$ cat src/cc_macros.svh
// sizes fixed for a class of seven 4-bit scores; changing them needs a new sorting network
`ifndef CC_MACROS_SVH
`define CC_MACROS_SVH

// ------------------------------------------------
// class and score sizes
// ------------------------------------------------
`define CC_NUM_STUDENTS 7    // students per class
`define CC_SCORE_W      4    // raw score bits
`define CC_ID_W         3    // enough for ids 0..6

// ------------------------------------------------
// derived widths
// ------------------------------------------------
// key is the raw score plus one extension bit
`define CC_KEY_W        5
// translated score holds 15 * 4 and -8 / 1
`define CC_WIDE_W       8
// threshold reaches -18 in signed mode
`define CC_THR_W        6

`endif

$ cat src/cc_pkg.sv
// shared types for the class grader; every width suits exactly seven 4-bit scores
`default_nettype none

`include "cc_macros.svh"

package cc_pkg;

  // ------------------------------------------------
  // per-student values
  // ------------------------------------------------
  typedef logic [`CC_SCORE_W-1:0]       raw_score_t;   // as it arrives on the port
  typedef logic [`CC_ID_W-1:0]          student_id_t;
  typedef logic signed [`CC_KEY_W-1:0]  score_key_t;   // sign or zero extended score

  // id rides along with its key through the network
  typedef struct packed {
    student_id_t id;
    score_key_t  key;
  } tagged_entry_t;

  typedef tagged_entry_t [`CC_NUM_STUDENTS-1:0] entry_array_t;
  typedef student_id_t   [`CC_NUM_STUDENTS-1:0] id_array_t;   // index 0 is rank one

  // ------------------------------------------------
  // grading values
  // ------------------------------------------------
  typedef logic signed [`CC_WIDE_W-1:0] wide_score_t;  // score after gain
  typedef wide_score_t [`CC_NUM_STUDENTS-1:0] wide_array_t;
  typedef logic signed [`CC_THR_W-1:0]  threshold_t;
  typedef logic [2:0]                   gain_t;        // a + 1, range 1..4
  typedef logic [2:0]                   count_t;       // 0..7 students

endpackage

`default_nettype wire

$ cat src/student_if.sv
// roster bundle for one class; all signals are combinational and there is no handshake
`timescale 1ns/1ps
`default_nettype none

interface student_if import cc_pkg::*; ();

  entry_array_t entries;     // id and key per student, in id order
  logic [1:0]   alpha;       // gain is alpha + 1
  logic [2:0]   beta;        // extra threshold offset
  wide_array_t  translated;  // scores after gain, in id order

  // top level builds the roster
  modport top (
    output entries, alpha, beta
  );

  modport translator (
    input  entries, alpha,
    output translated
  );

  modport sorter (
    input entries
  );

  // threshold needs the raw keys and both offsets
  modport counter (
    input entries, alpha, beta, translated
  );

endinterface

`default_nettype wire

$ cat src/compare_exchange.sv
// one sorting cell; key order first and lower id first on ties, in either direction
`timescale 1ns/1ps
`default_nettype none

module compare_exchange import cc_pkg::*; (
  input  tagged_entry_t entry_a,
  input  tagged_entry_t entry_b,
  input  logic          descending,   // high puts the larger key first
  output tagged_entry_t first,
  output tagged_entry_t second
);

  score_key_t key_a;
  score_key_t key_b;
  logic       key_wrong;   // keys differ in the wrong direction
  logic       id_wrong;    // equal keys and a has the larger id
  logic       swap;

  assign key_a = entry_a.key;
  assign key_b = entry_b.key;

  always_comb begin
    if (descending) begin
      key_wrong = key_a < key_b;   // signed compare
    end else begin
      key_wrong = key_a > key_b;
    end
    id_wrong = (key_a == key_b) && (entry_a.id > entry_b.id);
    swap     = key_wrong || id_wrong;

    if (swap) begin
      first  = entry_b;
      second = entry_a;
    end else begin
      first  = entry_a;
      second = entry_b;
    end

    // pair leaves in rank order, lower id first on equal keys
    assert ((descending ? (first.key >= second.key) : (first.key <= second.key))
            && !((first.key == second.key) && (first.id > second.id)))
      else $error("compare_exchange output pair is out of order");
  end

endmodule

`default_nettype wire

$ cat src/score_sorter.sv
// fixed 18-cell network for exactly seven entries; ids come out in rank order
`timescale 1ns/1ps
`default_nettype none

module score_sorter import cc_pkg::*; (
  student_if.sorter roster,
  input  logic      descending,   // sort direction for every cell
  output id_array_t ranked_ids    // position 0 is first ranked
);

  tagged_entry_t cx_first  [18];  // lower output of each cell
  tagged_entry_t cx_second [18];

  // ------------------------------------------------
  // four-entry odd-even sort over ids 0..3
  // ------------------------------------------------
  compare_exchange u_cx00 (.entry_a(roster.entries[0]), .entry_b(roster.entries[1]),
    .descending(descending), .first(cx_first[0]), .second(cx_second[0]));
  compare_exchange u_cx01 (.entry_a(roster.entries[2]), .entry_b(roster.entries[3]),
    .descending(descending), .first(cx_first[1]), .second(cx_second[1]));
  compare_exchange u_cx03 (.entry_a(cx_second[0]), .entry_b(cx_first[1]),
    .descending(descending), .first(cx_first[3]), .second(cx_second[3]));
  compare_exchange u_cx05 (.entry_a(cx_first[0]), .entry_b(cx_first[3]),
    .descending(descending), .first(cx_first[5]), .second(cx_second[5]));
  compare_exchange u_cx06 (.entry_a(cx_second[3]), .entry_b(cx_second[1]),
    .descending(descending), .first(cx_first[6]), .second(cx_second[6]));
  compare_exchange u_cx08 (.entry_a(cx_second[5]), .entry_b(cx_first[6]),
    .descending(descending), .first(cx_first[8]), .second(cx_second[8]));

  // ------------------------------------------------
  // three-entry sort over ids 4..6
  // ------------------------------------------------
  compare_exchange u_cx02 (.entry_a(roster.entries[4]), .entry_b(roster.entries[5]),
    .descending(descending), .first(cx_first[2]), .second(cx_second[2]));
  compare_exchange u_cx04 (.entry_a(cx_second[2]), .entry_b(roster.entries[6]),
    .descending(descending), .first(cx_first[4]), .second(cx_second[4]));
  compare_exchange u_cx07 (.entry_a(cx_first[2]), .entry_b(cx_first[4]),
    .descending(descending), .first(cx_first[7]), .second(cx_second[7]));

  // ------------------------------------------------
  // merge of the sorted four and sorted three
  // ------------------------------------------------
  compare_exchange u_cx09 (.entry_a(cx_first[5]), .entry_b(cx_first[7]),     // both heads
    .descending(descending), .first(cx_first[9]), .second(cx_second[9]));
  compare_exchange u_cx10 (.entry_a(cx_second[6]), .entry_b(cx_second[4]),   // both tails
    .descending(descending), .first(cx_first[10]), .second(cx_second[10]));
  compare_exchange u_cx11 (.entry_a(cx_second[9]), .entry_b(cx_first[8]),
    .descending(descending), .first(cx_first[11]), .second(cx_second[11]));
  compare_exchange u_cx12 (.entry_a(cx_second[7]), .entry_b(cx_first[10]),
    .descending(descending), .first(cx_first[12]), .second(cx_second[12]));
  compare_exchange u_cx13 (.entry_a(cx_second[11]), .entry_b(cx_first[12]),
    .descending(descending), .first(cx_first[13]), .second(cx_second[13]));
  compare_exchange u_cx14 (.entry_a(cx_second[8]), .entry_b(cx_second[12]),
    .descending(descending), .first(cx_first[14]), .second(cx_second[14]));
  compare_exchange u_cx15 (.entry_a(cx_first[11]), .entry_b(cx_first[13]),
    .descending(descending), .first(cx_first[15]), .second(cx_second[15]));
  compare_exchange u_cx16 (.entry_a(cx_second[13]), .entry_b(cx_first[14]),
    .descending(descending), .first(cx_first[16]), .second(cx_second[16]));
  compare_exchange u_cx17 (.entry_a(cx_second[15]), .entry_b(cx_first[16]),  // middle pair
    .descending(descending), .first(cx_first[17]), .second(cx_second[17]));

  // rank taps, outer ranks settle early
  assign ranked_ids[0] = cx_first[9].id;
  assign ranked_ids[1] = cx_first[15].id;
  assign ranked_ids[2] = cx_first[17].id;
  assign ranked_ids[3] = cx_second[17].id;
  assign ranked_ids[4] = cx_second[16].id;
  assign ranked_ids[5] = cx_second[14].id;
  assign ranked_ids[6] = cx_second[10].id;

endmodule

`default_nettype wire

$ cat src/score_translator.sv
// gain of alpha + 1 per student; negative keys divide toward zero and the rest multiply
`timescale 1ns/1ps
`default_nettype none

`include "cc_macros.svh"

module score_translator import cc_pkg::*; (
  student_if.translator roster
);

  gain_t       gain;      // 1..4
  wide_array_t result;

  // ------------------------------------------------
  // gain from alpha
  // ------------------------------------------------
  assign gain = gain_t'({1'b0, roster.alpha}) + gain_t'(1);

  // ------------------------------------------------
  // per-student translation
  // ------------------------------------------------
  always_comb begin
    score_key_t          key;
    logic signed [3:0]   gain_s;   // signed copy so the divide stays signed
    wide_score_t         quot;
    wide_score_t         prod;

    gain_s = $signed({1'b0, gain});
    for (int i = 0; i < `CC_NUM_STUDENTS; i++) begin
      key  = roster.entries[i].key;
      quot = key / gain_s;         // truncates toward zero
      prod = key * gain_s;         // at most 15 * 4
      if (key < 0) begin
        result[i] = quot;
      end else begin
        result[i] = prod;
      end

      // negative keys shrink toward zero, the rest never drop below the key
      assert (key < 0 ? (result[i] >= key && result[i] <= 0) : (result[i] >= key))
        else $error("score_translator lane %0d out of range for key %0d", i, key);
    end
  end

  assign roster.translated = result;

endmodule

`default_nettype wire

$ cat src/pass_counter.sv
// threshold is class mean toward zero minus alpha and beta; 6-bit so signed mode cannot wrap
`timescale 1ns/1ps
`default_nettype none

`include "cc_macros.svh"

module pass_counter import cc_pkg::*; (
  student_if.counter roster,
  input  logic       count_below,   // high counts below threshold
  output count_t     pass_count
);

  logic signed [`CC_WIDE_W-1:0] class_sum;   // -56..105
  threshold_t                   mean;        // -8..15
  threshold_t                   threshold;   // -18..15

  // ------------------------------------------------
  // class mean and threshold
  // ------------------------------------------------
  always_comb begin
    score_key_t key;

    class_sum = '0;
    for (int i = 0; i < `CC_NUM_STUDENTS; i++) begin
      key       = roster.entries[i].key;
      class_sum = class_sum + key;   // sign extends in signed mode
    end
    mean      = threshold_t'(class_sum / 8'sd7);
    threshold = mean - threshold_t'({1'b0, roster.alpha})
                     - threshold_t'({1'b0, roster.beta});
  end

  // ------------------------------------------------
  // vote per student
  // ------------------------------------------------
  always_comb begin
    wide_score_t t;
    logic        below;
    logic        hit;

    pass_count = '0;
    for (int i = 0; i < `CC_NUM_STUDENTS; i++) begin
      t     = roster.translated[i];
      below = t < wide_score_t'(threshold);   // both signed
      hit   = count_below ? below : !below;
      pass_count = pass_count + count_t'(hit);
    end
  end

endmodule

`default_nettype wire

$ cat src/score_ranker.sv
// purely combinational grader for seven students; opt[0] signed, opt[1] descending, opt[2] below
`timescale 1ns/1ps
`default_nettype none

`include "cc_macros.svh"

module score_ranker import cc_pkg::*; (
  input  raw_score_t  in_s0,
  input  raw_score_t  in_s1,
  input  raw_score_t  in_s2,
  input  raw_score_t  in_s3,
  input  raw_score_t  in_s4,
  input  raw_score_t  in_s5,
  input  raw_score_t  in_s6,
  input  logic [2:0]  opt,
  input  logic [1:0]  a,
  input  logic [2:0]  b,
  output student_id_t s_id0,   // first ranked
  output student_id_t s_id1,
  output student_id_t s_id2,
  output student_id_t s_id3,
  output student_id_t s_id4,
  output student_id_t s_id5,
  output student_id_t s_id6,   // last ranked
  output count_t      out
);

  student_if roster ();

  raw_score_t   scores [`CC_NUM_STUDENTS];
  entry_array_t entries;
  id_array_t    ranked_ids;

  // ------------------------------------------------
  // tagged entries from the raw ports
  // ------------------------------------------------
  assign scores = '{in_s0, in_s1, in_s2, in_s3, in_s4, in_s5, in_s6};

  always_comb begin
    for (int i = 0; i < `CC_NUM_STUDENTS; i++) begin
      entries[i].id  = student_id_t'(i);   // id fixed by port position
      entries[i].key = {opt[0] & scores[i][`CC_SCORE_W-1], scores[i]};
    end
  end

  assign roster.entries = entries;
  assign roster.alpha   = a;
  assign roster.beta    = b;

  // ------------------------------------------------
  // sort, translate, count
  // ------------------------------------------------
  score_sorter u_sorter (
    .roster     (roster),
    .descending (opt[1]),
    .ranked_ids (ranked_ids)
  );

  score_translator u_translator (
    .roster (roster)
  );

  pass_counter u_counter (
    .roster      (roster),
    .count_below (opt[2]),
    .pass_count  (out)
  );

  assign s_id0 = ranked_ids[0];
  assign s_id1 = ranked_ids[1];
  assign s_id2 = ranked_ids[2];
  assign s_id3 = ranked_ids[3];
  assign s_id4 = ranked_ids[4];
  assign s_id5 = ranked_ids[5];
  assign s_id6 = ranked_ids[6];

endmodule

`default_nettype wire

$ cat config.mk
export PLATFORM = sky130hd
export DESIGN_NAME = score_ranker
export DESIGN_NICKNAME = d
export VERILOG_FILES = /design/src/cc_pkg.sv /design/src/student_if.sv /design/src/compare_exchange.sv /design/src/score_sorter.sv /design/src/score_translator.sv /design/src/pass_counter.sv /design/src/score_ranker.sv
export VERILOG_INCLUDE_DIRS = /design/src
export SDC_FILE = /design/constraint.sdc
export NUM_CORES = 1
export LEC_CHECK = 0
export ABC_AREA = 1
export BUFFER_PORTS_ARGS = -buffer_cell sky130_fd_sc_hd__buf_2
export CORE_MARGIN = 3
export CORE_UTILIZATION = 45
export DETAILED_ROUTE_END_ITERATION = 7
export PLACE_DENSITY = 0.62
export SLEW_MARGIN = 10
export SYNTH_ARGS = -nofsm -noshare
export SYNTH_HDL_FRONTEND = slang
export SYNTH_SLANG_ARGS = --single-unit
$ cat constraint.sdc
create_clock -name vclk -period 47.4
set_input_delay 11.85 -clock vclk [all_inputs]
set_output_delay 11.85 -clock vclk [all_outputs]
set_load 0.01 [all_outputs]
# [Word-level counts from Yosys, hierarchy flattened]
# Cells that the tools add are included.
[totals] ff_bits=0 out_inout_bits=24
[op_classes] add_sub_neg=15 multipliers=7 n_div=8 n_lt_le_gt_ge=65 n_eq_ne=15 muxes=68 bitwise=7 reduce_logical=37
[op_table] operator="$mux 8" count=35
[op_table] operator="$gt 5x5->1" count=18
[op_table] operator="$lt 5x5->1" count=18
[op_table] operator="$eq 5x5->1" count=15
[op_table] operator="$div 8x4->8" count=7
[op_table] operator="$lt 8x6->1" count=7
[op_table] operator="$mul 5x4->8" count=7
[op_table] operator="$gt 3x3->1" count=14
[op_table] operator="$mux 6" count=6
[op_table] operator="$lt 5x1->1 const B" count=7
[op_table] operator="$add 8x5->8" count=4
[op_table] operator="$mux 1" count=25
[op_table] operator="$add 3x1->3" count=5
[op_table] operator="$logic_and 1x1->1" count=15
[op_table] operator="$logic_or 1x1->1" count=15
[op_table] operator="$mux 7" count=2
[op_table] operator="$div 8x4->8 const B" count=1
[op_table] operator="$add 6x5->7" count=1
[op_table] operator="$and 1x1->1" count=7
[op_table] operator="$logic_not 1->1" count=7
[op_table] operator="$add 5x5->6" count=1
[op_table] operator="$sub 6x3->6" count=1
[op_table] operator="$sub 6x4->6" count=1
[op_table] operator="$add 2x1->3 const B" count=1
[op_table] operator="2 further kinds" count=2

# [Logic depth before layout (Yosys ltp)]
# Gate-level depths: netlist (run 1).
[logic_depth] word_depth=32 ltp_mapped=102 mapped_depth_nobuf=98

# [Cells and area by module]
# A second synthesis (run 1) with hierarchy kept.
[hier_totals] cells_unflattened=4515 hier_area_um2=26424.1
[by_module_without_submodules] mod="score_translator" n_inst=1 cells_per_inst=2268 area_per_inst_um2=13421.6 seq_area_each_um2=0.0
[by_module_without_submodules] mod="compare_exchange" n_inst=18 cells_per_inst=94 area_per_inst_um2=524.3 seq_area_each_um2=0.0
[by_module_without_submodules] mod="pass_counter" n_inst=1 cells_per_inst=539 area_per_inst_um2=3505.9 seq_area_each_um2=0.0
[by_module_without_submodules] mod="score_ranker" n_inst=1 cells_per_inst=16 area_per_inst_um2=60.1 seq_area_each_um2=0.0

# [Least setup slack after synthesis (run 1)]
# Ideal clock, no wire load.
[synth_path] kind="in2out" from="input port opt[0]" to="output port s_id2[1]" arrival_time_ns=25.939 required_ns=35.550 setup_slack_ns=9.611 cell_stages=84 n_path_buf=10 path_cell_list="buf_4 -> buf_2 -> nand2_1 -> inv_1 -> clkbuf_1 -> ha_1 -> inv_1 -> nand4_1 -> o221ai_1 -> xor2_1 -> o21bai_1 -> nand2_1 -> inv_1 -> o21ai_0 -> nand2_1 -> inv_1 -> ha_1 -> a21oi_1 -> (+48 left out) -> a21oi_1 -> o21ai_0 -> a2111oi_0 -> a21oi_1 -> o211ai_1 -> clkbuf_1 -> nand2_1 -> o21ai_1 -> and2_1 -> ha_1 -> inv_1 -> nor3_1 -> nand2_1 -> nand2_1 -> or3_1 -> nand3_1 -> inv_1 -> o21ai_0"
[synth_via] elab_chain_len=32 word_cells_on_any_way=151 cone_classes="51 x order compare; 15 x eq/ne; 48 x mux; 7 x bitwise; 30 x reduce/logical"
[synth_rtl] item="start: declaration" line="score_ranker.sv:15" rtl="input logic [2:0] opt,"
[synth_rtl] item="$and 1x1->1" line="score_ranker.sv:42" rtl="entries[i].key = {opt[0] & scores[i][`CC_SCORE_W-1], scores[i]};"
[synth_rtl] item="$gt 5x5->1 or $lt 5x5->1 (tied branches)" line="compare_exchange.sv:26, compare_exchange.sv:24"
[synth_rtl] item="$mux 1" line="compare_exchange.sv:23" rtl="if (descending) begin"
[synth_rtl] item="$mux 6" line="compare_exchange.sv:31" rtl="if (swap) begin"
[synth_rtl] item="$gt 5x5->1 (tied with other cells)" line="compare_exchange.sv:26" rtl="key_wrong = key_a > key_b;"
[synth_rtl] item="$mux 1 or $logic_and 1x1->1 (tied branches)" line="compare_exchange.sv:23, compare_exchange.sv:28"
[synth_rtl] item="$logic_or 1x1->1" line="compare_exchange.sv:29" rtl="swap = key_wrong || id_wrong;"
[synth_rtl] item="$mux 8 or $mux 7 (tied branches)" line="compare_exchange.sv:31"
[synth_rtl] item="(+16 left out)"
[synth_rtl] item="$gt 5x5->1 (tied with other cells)" line="compare_exchange.sv:26"
[synth_rtl] item="$mux 1 or $logic_and 1x1->1 (tied branches)" line="compare_exchange.sv:23, compare_exchange.sv:28"
[synth_rtl] item="$logic_or 1x1->1" line="compare_exchange.sv:29"
[synth_rtl] item="$mux 8" line="compare_exchange.sv:31"
[synth_rtl] item="$gt 5x5->1 (tied with other cells)" line="compare_exchange.sv:26"
[synth_rtl] item="$mux 1 or $logic_and 1x1->1 (tied branches)" line="compare_exchange.sv:23, compare_exchange.sv:28"
[synth_rtl] item="$logic_or 1x1->1" line="compare_exchange.sv:29"
[synth_rtl] item="$mux 8 (*)" line="compare_exchange.sv:31"
[synth_rtl] item="end: declaration" line="score_ranker.sv:20" rtl="output student_id_t s_id2,"
# Mark *: on every way between the ends. The rest lies on a longest branch, timed or not.

# [Worst setup path in the final report (run 1)]
# Same ends and word-level chain as after synthesis.

==> out/metrics.cfg, run 1 <==
[status]
status=finished clean

[timing]
min_period_ns=40.35
worstMarginPinSlew_ns=1.08
post-route-period-util_pct=85.1
hold_viol=0
drv_slew=0
rsz0062_at_grt=false
tns_ns=0
relSlewSlack_pct=27.6
fin_ws_ns=7.05
hold_slack_ns=24.64
fmax_ghz=0.0248
setup_viol_count_final=0

[worst_setup_path]
startpoint_type=input pin
crit_type=in -> out
arrival_ns=28.50
slowest_delay_ns=0.82
slowest_stage=o211ai_1
cp_max_fo=34
crit_top_cell=o21ai_0
end_kind=output pin
required_ns=35.55

[floorplanning]
die_area_um2=48300
rows=77
die_h_um=220
core_um2=44700
fp.dieW_um=220
io_pins=60
start_util_pct=46.0

[finish]
drive_gt1_share_pct=6.10
seq_cell_count=0
syn2layout_area_growth_pct=4.96
nClkBuffers=0
fillers=4943
ff_latch_area_um2=0
most-common-layout-cells=875 x nand2_1, 675 x inv_1, 447 x ha_1, 333 x o21ai_0, 241 x nor2_1
final_common_cell=nand2_1
final_nets=4058

[yosys]
yosysTopAreaCell=ha_1
ys_seq_area_share_pct=0
synth_cell_types=62
synthTopCellsByArea=ha_1 27%, nand2_1 16%, inv_1 12%
ys_warn_count=0
syn_area_per_cell_um2=5.94
syn_area_um2=20500
synth_top_area_share_pct=27.3
synth_cells=3460

[clock_network]
hold_buffers=0
cts_resized=0
cts_setup_buffers=0

[global_routing]
groute.usage.overall_pct=22.8
grt_remaining_overflow=0
grt_pass1_wl_um=91700
grt_max_degree=35
antenna_found_initial=2
grt_pass1_vias=18600

[placed_design]
gp_congestion=0.898
numPortBuffers=60
post-place-ws_ns=7.25
dpl.hpwl_um=45700

[detailed_routing]
drc=0
ant_nets=0
drtIter0Drc=1071
drtPass1Iterations=5
drt-total-wl_um=55100
via_per_inst=4.98
wire_per_inst_um=13.4
dr_total_vias=20400

[hold_path]
min-delay-start=opt[1]
hold_end=s_id6[2]
hold_path_class=in -> out
worstHoldPathCells=4

[job]
drv_cap=0

## cells in the mapped netlist, types with 8 or more instances
cell type,instances
nand2_1,875
inv_1,676
ha_1,448
o21ai_0,333
nor2_1,241
a21oi_1,144
nand3_1,135
xor2_1,93
fa_1,63
nor3_1,38
o21ai_1,38
clkbuf_1,37
nand2_2,36
xnor2_1,32
nand4_1,26
or2_2,22
o21bai_1,21
o21ai_2,15
nand3b_1,14
inv_2,12
o211ai_1,11
nor2_2,10
nor2_4,10
nand3_2,9
a21boi_0,8
o31ai_1,8
## cell type report
cell class / instances / area (um2) / share of cell area, %
diodes: 1 / 2.50 / 0.0116
inverters: 695 / 2610 / 12.1
well taps: 592 / 741 / 3.43
multi-input cells: 2737 / 17800 / 82.5
repair buffers: 77 / 430 / 2.00
## worst max-delay path by stage
stage	startpoint	endpoint	slack [ns]
final	opt[0]	s_id2[1]	7.05
after global routing	opt[0]	s_id2[2]	5.13
after CTS	opt[0]	s_id2[1]	7.20
after detailed placement	opt[0]	s_id2[1]	7.25
after global placement	opt[0]	s_id2[2]	7.66
after floorplan	opt[0]	s_id2[1]	9.61
## logic make-up after synthesis
logic type,after synthesis,share of synthesized area [%]
mux,7,0.347
simple gates,1441,30.1
xor+xnor,125,5.33
fa+ha+maj,511,33.4
compound gates,625,16.8
other cells,1,0.0183
buf+inv,750,14.0
## worst max-delay path, delay by kind of cell
family	cells	cell delay (ns)
compound gates	37	7.82
xor+xnor	3	0.51
fa+ha+maj	8	2.42
buf+inv	13	2.46
simple gates	17	3.38
## metal layers
metal,wire (um),track usage [%],vias up,part of all wire [%]
met5,0,0,-,0
met4,559,2.17,0,1.0
li1,-,-,11200,-
met3,1650,0.372,31,3.0
met2,25000,40.0,287,45
met1,27900,32.4,8933,51
## stage by stage
step	util, %	cells	cell area, um2
5_1_grt	48.2	4102	21600
3_5_place_dp	48.2	4101	21600
2_1_floorplan	-	3487	20600
3_3_place_gp	48.2	4101	21600
6_report	48.2	4102	21600
4_1_cts	48.2	4101	21600
Power of run 1 is left out: the tool's default activity adds up to more than one toggle a clock period on the data nets, which glitch-free logic cannot reach.
==> run 2: changes to the inputs <==
CORE_UTILIZATION = 55   (was 45)
PLACE_DENSITY = 0.73   (was 0.62)
RECOVER_POWER = 100   (was not set)
SLEW_MARGIN = not set   (was 10)
==> run 2 against run 1 <==
  * The flow now finishes with violations (max-capacitance violations, max-slew violations)
  * Via count is 5.3% higher
  * Wire length is 3.4% higher
  * Flip-flop and latch count stayed put
  * First-iteration DRC count is 17% higher
  * Non-clock buffer count is 1 higher
  * Global-route usage is 5.4 points higher
  * Sequential share of layout area stayed put
  * Maximum frequency is 6.3% lower
  * Worst setup slack worse by 2.7 ns
  * Die area is 18% lower
  * Core utilization is 10 points higher
  * Clock-buffer cell count stayed put
  * Critical endpoint is now s_id2[2]
  * Highest routed layer is now met5
==> out/metrics.cfg, run 2 (synthesis results as in run 1) <==
[worst_setup_path]
slowest_stage=clkbuf_1
worst-path-buf-inv=16  ; +3
required_ns=35.55  ; about the same
crit_top_cell=o21ai_0
critPathTopFamily=compound AO/OA/AOI/OAI gates
slowest_delay_ns=1.66  ; +0.84 ns
end_kind=output pin
startpoint_type=input pin
crit_type=in -> out
arrival_ns=31.21  ; +2.71 ns
cp_max_fo=34  ; unchanged

[timing]
rsz0062_at_grt=false
tns_ns=0  ; unchanged
hold_viol=0  ; unchanged
worstMarginPinSlew_ns=2.36  ; +1.28 ns
post-route-period-util_pct=90.8  ; +5.7 points
drv_slew=35  ; +35
fin_ws_ns=4.34  ; -2.71 ns
setup_viol_count_final=0  ; unchanged
fmax_ghz=0.0232  ; -6.3%
min_period_ns=43.06  ; +2.71 ns
relSlewSlack_pct=-57.2  ; -85 points

[detailed_routing]
drtPass1Iterations=8  ; +3
wire_per_inst_um=14.3  ; +6.6%
drtIter0Drc=1258  ; +17%
via_per_inst=5.41  ; +8.6%
drt-total-wl_um=56900  ; +3.4%
ant_nets=0  ; unchanged
drc=0  ; unchanged
dr_total_vias=21500  ; +5.3%

[floorplanning]
fp.dieW_um=199  ; -9.3%
core_um2=36700  ; -18%
start_util_pct=56.0  ; +10 points
io_pins=60  ; unchanged
die_area_um2=39700  ; -18%
rows=70  ; -9.1%
die_h_um=199  ; -9.3%

[hold_path]
hold_path_class=in -> out

[finish]
fillers=3708  ; -25%
final_common_cell=nand2_1
final_nets=4059  ; +0.025%
drive_gt1_share_pct=5.50  ; -0.60 points
most-common-layout-cells=876 x nand2_1, 676 x inv_1, 447 x ha_1, 335 x o21ai_0, 243 x nor2_1
seq_cell_count=0  ; unchanged
nClkBuffers=0  ; unchanged
ff_latch_area_um2=0  ; unchanged
postLayoutCoreUtil_pct=58.3  ; +10 points
stdcell_area_um2=21400  ; -0.84%
syn2layout_area_growth_pct=4.08

[global_routing]
grt_max_degree=44  ; +26%
grt_pass1_vias=20100  ; +8.4%
groute.usage.overall_pct=28.2  ; +5.4 points
grt_pass1_wl_um=93900  ; +2.4%
grt_remaining_overflow=0  ; unchanged
antenna_found_initial=3  ; +1

[placed_design]
post-place-ws_ns=6.94  ; -0.318 ns
gp_congestion=0.926  ; +3.1%
place_area_um2=21400  ; -0.70%
numPortBuffers=60  ; unchanged
dpl.hpwl_um=46400  ; +1.6%

[status]
status=finished with violations
violations=max-capacitance violations, max-slew violations

[clock_network]
cts_setup_buffers=0  ; unchanged
hold_buffers=0  ; unchanged
cts_resized=0  ; unchanged

[job]
drv_cap=1  ; +1

[run 2: per-stage QoR]
step / hold slack (ns) / cells
3_3_place_gp: 24.51 / 3978
4_1_cts: 24.51 / 3978
2_1_floorplan: 24.19 / 3487
3_5_place_dp: 24.50 / 3978
6_report: 24.56 / 3979
5_1_grt: 24.67 / 3978
[run 2: path summary, 6_finish.rpt]
path	start	end	slack [ns]	cells after the start
min	opt[1]	s_id5[2]	24.56	6
max	opt[0]	s_id2[2]	4.34	80
[run 2: layout make-up]
cell class | instances | area (um2) | share of cell area [%]
repair buffers | 78 | 412 | 1.93
diodes | 1 | 2.50 | 0.0117
well taps | 468 | 586 | 2.74
inverters | 695 | 2610 | 12.2
multi-input cells | 2737 | 17800 | 83.1
[run 2: layer usage]
layer / wire, um / global-route usage (%) / up-vias
li1: - / - / 11200
met5: 24 / 0 / -
met1: 25600 / 36.7 / 9787
met4: 937 / 4.76 / 4
met3: 3230 / 1.97 / 76
met2: 27200 / 51.6 / 475
Power of run 2 is left out for the same reason.
